==> config.mk <==
export PLATFORM = sky130hd
export DESIGN_NAME = video_crop_top
export DESIGN_NICKNAME = d
export VERILOG_FILES = /design/src/video_crop_pkg.sv /design/src/crop_if.sv /design/src/raster_if.sv /design/src/blank_gen.sv /design/src/crop_adjust.sv /design/src/raster_measure.sv /design/src/screen_info_apb.sv /design/src/video_crop_top.sv
export SDC_FILE = /design/constraint.sdc
export NUM_CORES = 1
export LEC_CHECK = 0
export ABC_AREA = 1
export BUFFER_PORTS_ARGS = -buffer_cell sky130_fd_sc_hd__buf_4
export CAP_MARGIN = 10
export CORE_AREA = 2 2 270 219
export CTS_BUF_LIST = sky130_fd_sc_hd__clkbuf_4 sky130_fd_sc_hd__clkbuf_8
export CTS_CLUSTER_DIAMETER = 120
export DETAILED_ROUTE_END_ITERATION = 10
export DIE_AREA = 0 0 272 221
export GPL_ROUTABILITY_DRIVEN = 0
export HOLD_SLACK_MARGIN = 0.15
export PLACE_DENSITY = 0.56
export SLEW_MARGIN = 25
export SYNTH_ARGS = -nofsm -noshare
export SYNTH_HDL_FRONTEND = slang
export SYNTH_SLANG_ARGS = --single-unit
==> constraint.sdc <==
create_clock -name clk_sys -period 18.2 [get_ports clk_sys]
set_clock_uncertainty 0.05 [all_clocks]
set_input_delay 1.82 -clock clk_sys [delete_from_list [all_inputs] [get_ports clk_sys]]
set_output_delay 1.82 -clock clk_sys [all_outputs]
set_load 0.01 [all_outputs]
==> src/video_crop_pkg.sv <==
package video_crop_pkg;

	parameter int coord_w = 12;    // Counter and offset width

	typedef logic [1:0]  res_t;    // Resolution code
	typedef logic [6:0]  flag_t;   // Snapshot change counter
	typedef logic [31:0] reg_word_t;
	typedef logic [3:0]  apb_addr_t;

	// Keycodes from the keyboard event stream
	parameter logic [7:0] key_reset_crop    = 8'h41;   // Backspace
	parameter logic [7:0] key_up            = 8'h4C;
	parameter logic [7:0] key_down          = 8'h4D;
	parameter logic [7:0] key_left          = 8'h4F;
	parameter logic [7:0] key_right         = 8'h4E;
	parameter logic [7:0] key_alt_press_a   = 8'h64;
	parameter logic [7:0] key_alt_press_b   = 8'h65;
	parameter logic [7:0] key_alt_release_a = 8'hE4;
	parameter logic [7:0] key_alt_release_b = 8'hE5;

	parameter logic [1:0] kbd_type_key = 2'd3;   // Event carries a keycode

	parameter int h_step       = 4;   // Horizontal crop step
	parameter int v_step       = 1;   // Vertical crop step
	parameter int force_margin = 8;   // Forced blank at both line ends
	parameter int soft_lead    = 2;   // Soft blank edge lead

	// APB register offsets
	parameter apb_addr_t addr_crop_h = 4'h0;
	parameter apb_addr_t addr_crop_v = 4'h4;
	parameter apb_addr_t addr_size   = 4'h8;
	parameter apb_addr_t addr_status = 4'hC;

endpackage

==> src/crop_if.sv <==
`timescale 1ns/1ns

interface crop_if #(
	parameter int coord_w = 12
);

	logic [coord_w-1:0]   hbl_l;    // Left crop
	logic [coord_w-1:0]   hbl_r;    // Right crop
	logic [coord_w-1:0]   vbl_t;    // Top crop
	logic [coord_w-1:0]   vbl_b;    // Bottom crop
	logic                 set_h;    // Host load of left/right
	logic                 set_v;    // Host load of top/bottom
	logic [2*coord_w-1:0] set_data; // High offset above low offset

	modport owner (output hbl_l, hbl_r, vbl_t, vbl_b, input set_h, set_v, set_data);

	modport setter (output set_h, set_v, set_data, input hbl_l, hbl_r, vbl_t, vbl_b);

	modport user (input hbl_l, hbl_r, vbl_t, vbl_b);

endinterface

==> src/raster_if.sv <==
`timescale 1ns/1ns

interface raster_if #(
	parameter int coord_w = 12
);

	logic [coord_w-1:0] hcnt;     // Position in line
	logic [coord_w-1:0] vcnt;     // Line in frame
	logic [coord_w-1:0] hsta;     // Start of horizontal blank
	logic [coord_w-1:0] hend;     // End of horizontal blank
	logic [coord_w-1:0] hmax;     // Last count before sync
	logic [coord_w-1:0] vend;     // End of vertical blank
	logic [coord_w-1:0] vmax;     // Start of vertical blank
	logic [coord_w-1:0] vs_end;   // Line where vsync ends
	logic               hbl_line; // Horizontal blank falling edge

	modport source (
		output hcnt, vcnt, hsta, hend, hmax, vend, vmax, vs_end, hbl_line
	);

	modport sink (
		input hcnt, vcnt, hsta, hend, hmax, vend, vmax, vs_end, hbl_line
	);

endinterface

==> src/blank_gen.sv <==
`timescale 1ns/1ns

module blank_gen #(
	parameter int coord_w = video_crop_pkg::coord_w
) (
	input  logic     clk_sys,
	input  logic     reset,
	input  logic     hs,
	raster_if.sink   rast,
	crop_if.user     crop,
	output logic     hde,
	output logic     vde
);

	localparam logic [coord_w-1:0] lead   = coord_w'(video_crop_pkg::soft_lead);
	localparam logic [coord_w-1:0] margin = coord_w'(video_crop_pkg::force_margin);

	logic               shbl, fhbl, svbl, fvbl;
	logic               hbl;
	logic               vstep;
	logic [coord_w-1:0] h_open, h_close, h_force_end;
	logic [coord_w-1:0] v_open, v_close, v_force_sta, v_force_end;

	assign h_open      = rast.hend + crop.hbl_l - lead;
	assign h_close     = rast.hsta + crop.hbl_r - lead;
	assign h_force_end = rast.hmax - margin;

	// Negative bottom offset counts back from the last line
	assign v_open      = rast.vend + crop.vbl_t;
	assign v_close     = crop.vbl_b[coord_w-1] ? rast.vmax + crop.vbl_b : crop.vbl_b;
	assign v_force_sta = rast.vmax - 1'd1;
	assign v_force_end = rast.vs_end + 2'd2;

	assign hbl   = fhbl | shbl | ~hs;
	assign vstep = rast.hbl_line | (rast.vcnt == '0);
	assign vde   = ~(fvbl | svbl);

	always_ff @(posedge clk_sys or posedge reset) begin
		if (reset) begin
			shbl <= 1'b1;
			fhbl <= 1'b1;
			svbl <= 1'b1;
			fvbl <= 1'b1;
			hde  <= 1'b0;
		end else begin
			if (rast.hcnt == h_open)  shbl <= 1'b0;
			if (rast.hcnt == h_close) shbl <= 1'b1;

			if (rast.hcnt == margin)      fhbl <= 1'b0;   // Clip both line ends
			if (rast.hcnt == h_force_end) fhbl <= 1'b1;

			if (vstep) begin
				if (rast.vcnt == v_open)      svbl <= 1'b0;
				if (rast.vcnt == v_close)     svbl <= 1'b1;
				if (rast.vcnt == v_force_sta) fvbl <= 1'b1;
				if (rast.vcnt == v_force_end) fvbl <= 1'b0;
			end

			hde <= ~hbl;
		end
	end

endmodule

==> src/crop_adjust.sv <==
`timescale 1ns/1ns

module crop_adjust #(
	parameter int coord_w = video_crop_pkg::coord_w
) (
	input  logic       clk_sys,
	input  logic       reset,
	input  logic [7:0] kbd_data,
	input  logic [1:0] kbd_type,
	input  logic       kbd_level,
	crop_if.owner      crop
);

	localparam logic [coord_w-1:0] h_step = coord_w'(video_crop_pkg::h_step);
	localparam logic [coord_w-1:0] v_step = coord_w'(video_crop_pkg::v_step);

	logic       level_q;
	logic       level_qq;
	logic [7:0] data_q;
	logic [1:0] type_q;
	logic       alt;
	logic       key_evt;

	// Toggle on the level line marks a new event
	assign key_evt = (level_q ^ level_qq) && (type_q == video_crop_pkg::kbd_type_key);

	always_ff @(posedge clk_sys) begin
		data_q <= kbd_data;
		type_q <= kbd_type;
	end

	always_ff @(posedge clk_sys or posedge reset) begin
		if (reset) begin
			level_q    <= 1'b0;
			level_qq   <= 1'b0;
			alt        <= 1'b0;
			crop.hbl_l <= '0;
			crop.hbl_r <= '0;
			crop.vbl_t <= '0;
			crop.vbl_b <= '0;
		end else begin
			level_q  <= kbd_level;
			level_qq <= level_q;

			if (key_evt) begin
				case (data_q)
					video_crop_pkg::key_reset_crop: begin
						crop.hbl_l <= '0;
						crop.hbl_r <= '0;
						crop.vbl_t <= '0;
						crop.vbl_b <= '0;
					end
					video_crop_pkg::key_up: begin
						if (alt) crop.vbl_b <= crop.vbl_b + v_step;
						else     crop.vbl_t <= crop.vbl_t + v_step;
					end
					video_crop_pkg::key_down: begin
						if (alt) crop.vbl_b <= crop.vbl_b - v_step;
						else     crop.vbl_t <= crop.vbl_t - v_step;
					end
					video_crop_pkg::key_left: begin
						if (alt) crop.hbl_r <= crop.hbl_r + h_step;
						else     crop.hbl_l <= crop.hbl_l + h_step;
					end
					video_crop_pkg::key_right: begin
						if (alt) crop.hbl_r <= crop.hbl_r - h_step;
						else     crop.hbl_l <= crop.hbl_l - h_step;
					end
					video_crop_pkg::key_alt_press_a,
					video_crop_pkg::key_alt_press_b:   alt <= 1'b1;
					video_crop_pkg::key_alt_release_a,
					video_crop_pkg::key_alt_release_b: alt <= 1'b0;
					default: ;
				endcase
			end

			// Host load wins over a key in the same cycle
			if (crop.set_h) begin
				crop.hbl_l <= crop.set_data[coord_w-1:0];
				crop.hbl_r <= crop.set_data[2*coord_w-1:coord_w];
			end
			if (crop.set_v) begin
				crop.vbl_t <= crop.set_data[coord_w-1:0];
				crop.vbl_b <= crop.set_data[2*coord_w-1:coord_w];
			end
		end
	end

endmodule

==> src/raster_measure.sv <==
`timescale 1ns/1ns

module raster_measure #(
	parameter int coord_w = video_crop_pkg::coord_w
) (
	input  logic               clk_sys,
	input  logic               reset,
	input  logic               hs,
	input  logic               vs,
	input  logic               hblank,
	input  logic               vblank,
	raster_if.source           rast,
	output logic [coord_w-1:0] hsize,
	output logic [coord_w-1:0] vsize
);

	logic old_hs;
	logic old_vs;
	logic old_hblank;
	logic old_vbl;
	logic old_hbl;
	logic vbl;
	logic hbl;

	// Sync periods count as blanking
	assign vbl = vblank | ~vs;
	assign hbl = hblank | ~hs;

	assign rast.hbl_line = old_hbl & ~hbl;   // Start of active part of line

	always_ff @(posedge clk_sys or posedge reset) begin
		if (reset) begin
			old_hs     <= 1'b0;
			old_vs     <= 1'b0;
			old_hblank <= 1'b0;
			old_vbl    <= 1'b0;
			old_hbl    <= 1'b0;
		end else begin
			old_hs     <= hs;
			old_vs     <= vs;
			old_hblank <= hblank;
			old_vbl    <= vbl;
			old_hbl    <= hbl;
		end
	end

	always_ff @(posedge clk_sys or posedge reset) begin
		if (reset) begin
			rast.hcnt <= '0;
			rast.hend <= '0;
			rast.hsta <= '0;
			rast.hmax <= '0;
			hsize     <= '0;
		end else begin
			if (hs) rast.hcnt <= rast.hcnt + 1'd1;
			else    rast.hcnt <= '0;            // Held at zero during sync

			if (old_hblank & ~hblank) rast.hend <= rast.hcnt;
			if (~old_hblank & hblank) rast.hsta <= rast.hcnt;
			if (old_hs & ~hs)         rast.hmax <= rast.hcnt;

			// Line width taken from line 1 only
			if (~old_hblank & hblank & (rast.vcnt == coord_w'(1)))
				hsize <= rast.hcnt - rast.hend;
		end
	end

	always_ff @(posedge clk_sys or posedge reset) begin
		if (reset) begin
			rast.vcnt   <= '0;
			rast.vend   <= '0;
			rast.vmax   <= '0;
			rast.vs_end <= '0;
			vsize       <= '0;
		end else begin
			if (old_hs & ~hs) rast.vcnt <= rast.vcnt + 1'd1;

			if (old_vbl & ~vbl) rast.vend   <= rast.vcnt;
			if (~old_vs & vs)   rast.vs_end <= rast.vcnt;

			if (~old_vbl & vbl) begin
				rast.vcnt <= '0;                 // Frame restarts at blank
				rast.vmax <= rast.vcnt;
				vsize     <= rast.vcnt - rast.vend;
			end
		end
	end

endmodule

==> src/screen_info_apb.sv <==
`timescale 1ns/1ns

module screen_info_apb #(
	parameter int coord_w = video_crop_pkg::coord_w
) (
	input  logic                      clk_sys,
	input  logic                      reset,
	input  logic                      vs,
	input  logic                      vblank,
	input  video_crop_pkg::res_t      res,
	input  logic [coord_w-1:0]        hsize,
	input  logic [coord_w-1:0]        vsize,
	input  logic                      psel,
	input  logic                      penable,
	input  logic                      pwrite,
	input  video_crop_pkg::apb_addr_t paddr,
	input  video_crop_pkg::reg_word_t pwdata,
	output video_crop_pkg::reg_word_t prdata,
	crop_if.setter                    crop
);

	logic                 vbl;
	logic                 old_vbl;
	logic                 vbl_end;
	logic                 access;
	logic [coord_w-1:0]   scr_hbl_l, scr_hbl_r;
	logic [coord_w-1:0]   scr_vbl_t, scr_vbl_b;
	logic [coord_w-1:0]   scr_hsize, scr_vsize;
	video_crop_pkg::res_t  scr_res;
	video_crop_pkg::flag_t scr_flg;

	assign vbl    = vblank | ~vs;
	assign access = psel & penable;

	always_ff @(posedge clk_sys or posedge reset) begin
		if (reset) begin
			old_vbl   <= 1'b0;
			vbl_end   <= 1'b0;
			scr_hbl_l <= '0;
			scr_hbl_r <= '0;
			scr_vbl_t <= '0;
			scr_vbl_b <= '0;
			scr_hsize <= '0;
			scr_vsize <= '0;
			scr_res   <= '0;
			scr_flg   <= '0;
		end else begin
			old_vbl <= vbl;
			vbl_end <= old_vbl & ~vbl;   // End of vertical blank seen
			if (vbl_end) begin
				scr_hbl_l <= crop.hbl_l;
				scr_hbl_r <= crop.hbl_r;
				scr_vbl_t <= crop.vbl_t;
				scr_vbl_b <= crop.vbl_b;
				scr_hsize <= hsize;
				scr_vsize <= vsize;
				scr_res   <= res;
				// Count geometry changes for the host
				if (scr_res != res || scr_hsize != hsize || scr_vsize != vsize)
					scr_flg <= scr_flg + 1'd1;
			end
		end
	end

	// Crop writes become one-cycle set pulses
	always_ff @(posedge clk_sys or posedge reset) begin
		if (reset) begin
			crop.set_h <= 1'b0;
			crop.set_v <= 1'b0;
		end else begin
			crop.set_h <= access & pwrite & (paddr == video_crop_pkg::addr_crop_h);
			crop.set_v <= access & pwrite & (paddr == video_crop_pkg::addr_crop_v);
		end
	end

	always_ff @(posedge clk_sys) begin
		if (access & pwrite) crop.set_data <= pwdata[2*coord_w-1:0];
	end

	always_comb begin
		prdata = '0;
		if (access & ~pwrite) begin
			case (paddr)
				video_crop_pkg::addr_crop_h: prdata = video_crop_pkg::reg_word_t'({scr_hbl_r, scr_hbl_l});
				video_crop_pkg::addr_crop_v: prdata = video_crop_pkg::reg_word_t'({scr_vbl_b, scr_vbl_t});
				video_crop_pkg::addr_size:   prdata = video_crop_pkg::reg_word_t'({scr_vsize, scr_hsize});
				video_crop_pkg::addr_status: prdata = video_crop_pkg::reg_word_t'({scr_flg, 6'd0, scr_res});
				default:                     prdata = '0;   // Unmapped
			endcase
		end
	end

endmodule

==> src/video_crop_top.sv <==
`timescale 1ns/1ns

module video_crop_top (
	input  logic                      clk_sys,
	input  logic                      reset,
	input  logic                      hs,       // Active low
	input  logic                      vs,       // Active low
	input  logic                      hblank,
	input  logic                      vblank,
	input  video_crop_pkg::res_t      res,
	input  logic [7:0]                kbd_data,
	input  logic [1:0]                kbd_type,
	input  logic                      kbd_level,
	input  logic                      psel,
	input  logic                      penable,
	input  logic                      pwrite,
	input  video_crop_pkg::apb_addr_t paddr,
	input  video_crop_pkg::reg_word_t pwdata,
	output video_crop_pkg::reg_word_t prdata,
	output logic                      hde,
	output logic                      vde
);

	localparam int coord_w = video_crop_pkg::coord_w;

	logic [coord_w-1:0] hsize;
	logic [coord_w-1:0] vsize;

	raster_if #(.coord_w(coord_w)) rast ();
	crop_if   #(.coord_w(coord_w)) crop ();

	raster_measure #(.coord_w(coord_w)) u_measure (
		.clk_sys (clk_sys),
		.reset   (reset),
		.hs      (hs),
		.vs      (vs),
		.hblank  (hblank),
		.vblank  (vblank),
		.rast    (rast.source),
		.hsize   (hsize),
		.vsize   (vsize)
	);

	crop_adjust #(.coord_w(coord_w)) u_adjust (
		.clk_sys   (clk_sys),
		.reset     (reset),
		.kbd_data  (kbd_data),
		.kbd_type  (kbd_type),
		.kbd_level (kbd_level),
		.crop      (crop.owner)
	);

	blank_gen #(.coord_w(coord_w)) u_blank (
		.clk_sys (clk_sys),
		.reset   (reset),
		.hs      (hs),
		.rast    (rast.sink),
		.crop    (crop.user),
		.hde     (hde),
		.vde     (vde)
	);

	screen_info_apb #(.coord_w(coord_w)) u_info (
		.clk_sys (clk_sys),
		.reset   (reset),
		.vs      (vs),
		.vblank  (vblank),
		.res     (res),
		.hsize   (hsize),
		.vsize   (vsize),
		.psel    (psel),
		.penable (penable),
		.pwrite  (pwrite),
		.paddr   (paddr),
		.pwdata  (pwdata),
		.prdata  (prdata),
		.crop    (crop.setter)
	);

endmodule
==> results of run 1 <==
==> worst min path at each step <==
| stage | end | slack (ns) | cells past startpoint |
|---|---|---|---|
| after global routing | u_adjust.level_qq | 0.37 | 0 |
| after floorplan | u_adjust.level_qq | 0.32 | 0 |
| after CTS | u_adjust.level_qq | 0.36 | 0 |
| after global placement | u_adjust.level_qq | 0.33 | 0 |
| after detailed placement | u_adjust.level_qq | 0.33 | 0 |
| final | u_adjust.level_qq | 0.35 | 0 |
==> critical path: stages <==
cell and delay (ns):
buf_4 0.11, nor2_1 0.17, nand3_1 0.68, o22ai_1 0.44, o21ai_0 0.27, inv_1 0.15, buf_4 0.13
==> per-layer routing <==
layer	GRT usage (%)	up-vias	part of all wire [%]
met4	6.04	0	2.6
li1	-	8644	-
met5	0	-	0
met3	2.75	91	6.2
met1	30.3	8324	50
met2	28.5	471	41
==> where the power goes <==
| group | leakage (nW) | total (mW) | internal, mW | switching (mW) |
|---|---|---|---|---|
| registers | 3.82 | 0.838 | 0.754 | 0.0838 |
| clock network | 0.582 | 0.668 | 0.367 | 0.301 |
| logic | 6.49 | 0.409 | 0.162 | 0.247 |
| total | 10.9 | 1.91 | 1.28 | 0.632 |
==> Yosys cell counts, drive strengths merged, types with 3 or more instances <==
master  instances  share of area, %
xor2           91               4.0
a221oi         11              0.48
or2            24              0.75
o21a            5              0.19
o21ai         257               6.5
a21o           11              0.41
edfxtp         24               3.6
nand2         587                11
o22ai          35               1.1
nand4          50               1.7
a211oi          5              0.19
xnor2          52               2.3
nor3           32              0.86
dfrtp         261                33
nand3         140               3.6
mux2            6              0.34
clkbuf         48              0.90
a21oi         123               3.2
o31ai           3              0.11
inv           407               7.7
a21boi          8              0.30
nor4           10              0.42
a31oi          12              0.38
ha            131               8.2
o21bai         10              0.38
dfxtp          10               1.0
buf            39               1.3
dfstp           4              0.53
o211ai          3              0.11
o221ai          3              0.13
nand3b          8              0.30
fa             10               1.0
nor2          186               3.7
==> cells in the final DEF, fill, tap and decap left out, drive strengths merged, types with 12 or more instances in the layout <==
cell type	count
or2	24
nand3	140
ha	131
xnor2	52
nor3	32
xor2	91
a21oi	123
nand4	50
inv	408
clkbuf	79
nor2	186
dfrtp	261
o22ai	35
nand2	587
o21ai	257
a31oi	12
edfxtp	24
buf	87
==> per-stage QoR <==
stage / instances / utilization [%] / instance area, sq um / setup WS (ns)
4_1_cts: 3490 / 38.8 / 22300 / 12.57
3_3_place_gp: 3397 / 36.8 / 21200 / 12.65
3_5_place_dp: 3397 / 36.9 / 21200 / 12.57
6_report: 3490 / 38.8 / 22300 / 12.55
5_1_grt: 3490 / 38.8 / 22300 / 12.37
2_1_floorplan: 2628 / - / 20000 / 9.04
==> layout make-up <==
type / count / area, sq um / area share [%]
Clock buffer: 79 / 1010 / 4.52
Clock inverter: 14 / 109 / 0.489
Inverter: 409 / 1550 / 6.94
Multi-Input combinational cell: 1833 / 10400 / 46.8
Sequential cell: 299 / 7560 / 33.9
Tap cell: 769 / 962 / 4.32
Timing Repair Buffer: 87 / 666 / 2.99
==> logic make-up after synthesis <==
family | share of synthesized area (%)
XOR/XNOR | 6.29
AO/OA/AOI/OAI | 13.7
multiplexers | 0.389
adder cells (fa/ha/maj) | 9.23
flip-flops | 37.9
buffers and inverters | 9.89
AND/OR/NAND/NOR | 22.6
other | 0.0188
==> qor.yml, run 1 <==
power_mw: 1.91
die_w_um: 272
vias: 17500
relSlewSlack_pct: 34.5
maxCapViolations: 0
antenna_found_initial: 0
wl_mm: 59.2
io_pins: 92
io_buffers: 75
whs_ns: 0.353
max_freq_mhz: 177
clock_latency_ns: 0.65
cts_root_buf: "clkbuf_8"
grt_pass1_vias: 16800
drc: 0
synthToLayoutAreaGrowth_pct: 11.8
drive_gt1_share_pct: 9.19
syn_inst: 2621
hold_path.class: "register to register"
syn_area_sq_um: 19900
critPathCapture: "prdata[3]"
cellPowerDensity_nw_per_um2: 85.9
cts_tree: "built"
cts_resized: 0
top_register: "u_info.crop.set_data"
yosysSeqAreaShare_pct: 37.9
endpoint_kind: "output pin"
cts_buffer_depth: 3
status: "finished clean"
cts_hold_buffers: 0
synth_edf_count: 24
p_leak_nw: 10.9
drt_iter0_markers: 1504
dp_hpwl_mm: 45.1
maxSlewViolCount: 0
avgSynthCellArea_sq_um: 7.60
rows: 79
fillers: 5913
grt_pass1_wl_mm: 94.3
post_drt_wl_per_cell_um: 17.0
clk_pin_slew_ns: 0.06
fp.coreArea_sq_um: 57400
critPathLaunchType: "primary input"
worstSetupStartpoint: "paddr[1]"
setup_viol: 0
finalCritPeriodShare_pct: 31.1
min_period_ns: 5.65
r2r-start: "u_adjust.data_q[6]"
final_nets: 2882
synth_cell_types: 64
vias_per_cell: 5.02
tns_ns: 0
largest_register_ffs: 24
ys.flop_type: "dfrtp_1"
numCtsBuffers: 53
overflow: 0
arrival_ns: 3.78
rsz0062_at_grt: "false"
reg2reg_slack_ns: 15.04
antenna_cells: 0
synth_warnings: 0
critPathMaxFanout: 24
crit_required_ns: 16.33
path_class: "primary input to output pin"
fp.dieH_um: 221
grt_max_degree: 164
antenna_left: 0
r2r-end: "u_adjust.crop.vbl_t[8]"
ir_drop_mv: 0.0541
hold_viol: 0
cts.sinks: 299
synth_seq_cells: 299
worst_pin_slew_ns: 0.983
cts_setup_buffers: 0
dr.pass1.iters: 6
die_area_sq_um: 60100
cts_max_level: 2
grt_usage_pct: 19.8
ys_async_sr_fraction_pct: 88.6
start_util_pct: 34.7
reg2reg_depth: 16
holdCritStartpoint: "u_adjust.level_q"
Power figures use the tool's default switching activity.
==> run 2: changes to the inputs <==
- PLACE_DENSITY: 0.56 -> 0.58
- clock period: 18.2 -> 4.6 ns (I/O delays scaled with it)
==> run 2 against run 1 <==
Against the previous run:
- worst setup slack worse by 11 ns
- die area did not move
- utilization rose by 0.99 points
- sequential cell count unchanged
- combinational power increased to 4.0 times the previous value
- register-to-register slack worse by 14 ns
- global-route usage shrank 0.16 points
- sequential share of layout area shrank 0.84 points
- design area increased by 2.5%
- power rose to 4.1 times the previous value
==> qor.yml, run 2 (synthesis gave the netlist of run 1 again) <==
setup_viol: 0  # unchanged
final_nets: 2929  # +1.6%
critPathLaunchType: "primary input"
power_frac_comb_pct: 21.2  # about the same
antenna_found_initial: 1  # +1
grt_max_degree: 174  # +6.1%
min_period_ns: 3.27
mostFrequentLayoutCells: "nand2_1 (583), inv_1 (395), dfrtp_1 (260)"
drc: 0  # unchanged
crit_chain: "dlygate4sd3_1 -> buf_4 -> nor2_1 -> clkinv_1 -> nor2_1 -> buf_4"
rows: 79  # unchanged
critPathCapture: "prdata[13]"
cts_max_level: 2  # unchanged
clock_latency_ns: 0.68  # +0.03 ns
endpoint_kind: "output pin"
ir_drop_mv: 0.168  # +210%
cpMaxStageDelayCell: "nor2_1"
setup_ws_ns: 1.33  # -11.22 ns
final_common_cell: "nand2_1"
vias: 17700  # +0.80%
tns_ns: 0  # unchanged
max_freq_mhz: 306
top_register: "u_info.crop.set_data"
cts_tree: "built"
drive_gt1_share_pct: 9.31  # +0.12 points
switchingPower_mw: 2.51  # +300%
cellPowerDensity_nw_per_um2: 341  # +300%
fp.dieH_um: 221  # unchanged
cts_buffer_depth: 3  # unchanged
antenna_left: 0  # unchanged
crit_required_ns: 4.09  # -12.24 ns
io_pins: 92  # unchanged
reg2reg_slack_ns: 1.45  # -13.59 ns
worstSetupStartpoint: "pwrite"
largest_register_ffs: 24  # unchanged
pwr-share-clk_pct: 36.4  # +1.5 points
drt_iter0_markers: 1274  # -15%
maxCapViolations: 0  # unchanged
dr.pass1.iters: 6  # unchanged
grt_pass1_vias: 17000  # +1.0%
maxSlewViolCount: 0  # unchanged
overflow: 0  # unchanged
p_leak_nw: 11.1  # +2.3%
cts_root_buf: "clkbuf_8"
path_class: "primary input to output pin"
finalCritPeriodShare_pct: 71.1
vias_per_cell: 4.99  # -0.65%
cts.sinks: 299  # unchanged
crit_path_max_incr_delay_ns: 0.75  # +0.07 ns
numCtsBuffers: 54  # +1.9%
grt_usage_pct: 19.6  # -0.16 points
die_w_um: 272  # unchanged
r2r-start: "u_adjust.data_q[6]"
worst_path_dominant_cell_family: "buffers and inverters"
r2r-end: "u_adjust.crop.vbl_t[8]"
fp.coreArea_sq_um: 57400  # unchanged
seqPwrFrac_pct: 42.4  # -1.4 points
reg2reg_depth: 16  # unchanged
cp.buffers_inverters: 4  # +1
clk_pin_slew_ns: 0.06  # about the same
post_drt_wl_per_cell_um: 16.6  # -2.0%
holdPathStages: 3  # +3
hold_path.class: "primary input to register"
grt_pass1_wl_mm: 93.0  # -1.3%
arrival_ns: 2.76  # -1.02 ns
dp_hpwl_mm: 44.4  # -1.5%
wl_mm: 58.8  # -0.61%
pre_cts_slack_ns: 1.49  # -11.08 ns
rsz0062_at_grt: "false"
die_area_sq_um: 60100  # unchanged
relSlewSlack_pct: 34.0  # -0.52 points
antenna_cells: 0  # unchanged
status: "finished clean"
critPathMaxFanout: 16  # -33%
io_buffers: 75  # unchanged
swShare_pct: 32.1  # -0.84 points
synthToLayoutAreaGrowth_pct: 14.6
worst_pin_slew_ns: 0.988  # +0.00506 ns
start_util_pct: 34.7  # unchanged
hold_viol: 0  # unchanged
path_depth: 6  # -1
p_int_mw: 5.29  # +310%
run 2: changes by cell type in the layout (fill, tap and decap cells not counted):
| cell | change |
|---|---|
| clkbuf_8 | +3 |
| dlygate4sd3_1 | +43 |
| buf_4 | +2 |
| buf_16 | +1 |
| inv_8 | -2 |
| bufinv_16 | +2 |
| clkinvlp_4 | -1 |
| clkbuf_4 | +3 |
run 2: stage by stage:
| step | total power [mW] | util (%) | hold slack [ns] | std cells | cell area (sq um) |
|---|---|---|---|---|---|
| 5_1_grt | 8.27 | 39.8 | 0.214 | 3541 | 22800 |
| 3_5_place_dp | 4.96 | 36.9 | 0.338 | 3399 | 21200 |
| 4_1_cts | 7.86 | 39.7 | 0.169 | 3540 | 22800 |
| 2_1_floorplan | 4.46 | - | 0.322 | 2628 | 20000 |
| 6_report | 7.80 | 39.8 | 0.224 | 3541 | 22800 |
| 3_3_place_gp | 4.90 | 36.9 | 0.327 | 3399 | 21200 |
run 2: worst min-delay path by stage:
stage                             end  slack, ns        startpoint
global placement    u_adjust.level_qq       0.33  u_adjust.level_q
CTS                 u_info.crop.set_v       0.17           penable
detailed placement  u_adjust.level_qq       0.34  u_adjust.level_q
global route        u_info.crop.set_v       0.21           penable
floorplan           u_adjust.level_qq       0.32  u_adjust.level_q
finish              u_info.crop.set_v       0.22           penable
run 2: area by class of cell:
type / instances / area [sq um]
Clock buffer: 85 / 1070
Multi-Input combinational cell: 1833 / 10400
Tap cell: 769 / 962
Fill cell: 5828 / 34600
Inverter: 409 / 1540
Clock inverter: 13 / 143
Timing Repair Buffer: 133 / 1140
Sequential cell: 299 / 7560
run 2: routing by layer:
layer,up-vias,wire (um),GRT usage (%)
li1,8739,-,-
met1,8288,28100,28.3
met2,523,24200,28.3
met3,119,4630,4.75
met4,2,1910,7.11
met5,-,13,0
run 2: power groups by stage:
stage / clock network [mW] / logic, mW / registers (mW)
4_1_cts: 2.91 / 1.65 / 3.30
6_report: 2.84 / 1.65 / 3.31
3_3_place_gp: 0 / 1.57 / 3.33
5_1_grt: 3.03 / 1.89 / 3.35
3_5_place_dp: 0 / 1.61 / 3.34
2_1_floorplan: 0 / 1.25 / 3.21
run 2: timing repair:
item	in CTS	in global routing
resized for setup	0	0
hold buffers	43	0
setup buffers	0	0
hold endpoints to repair	89	0
run 2: worst min-delay path: stages:
cell and delay, ns:
buf_4 0.11, nand2_1 0.23, nor3_1 0.10
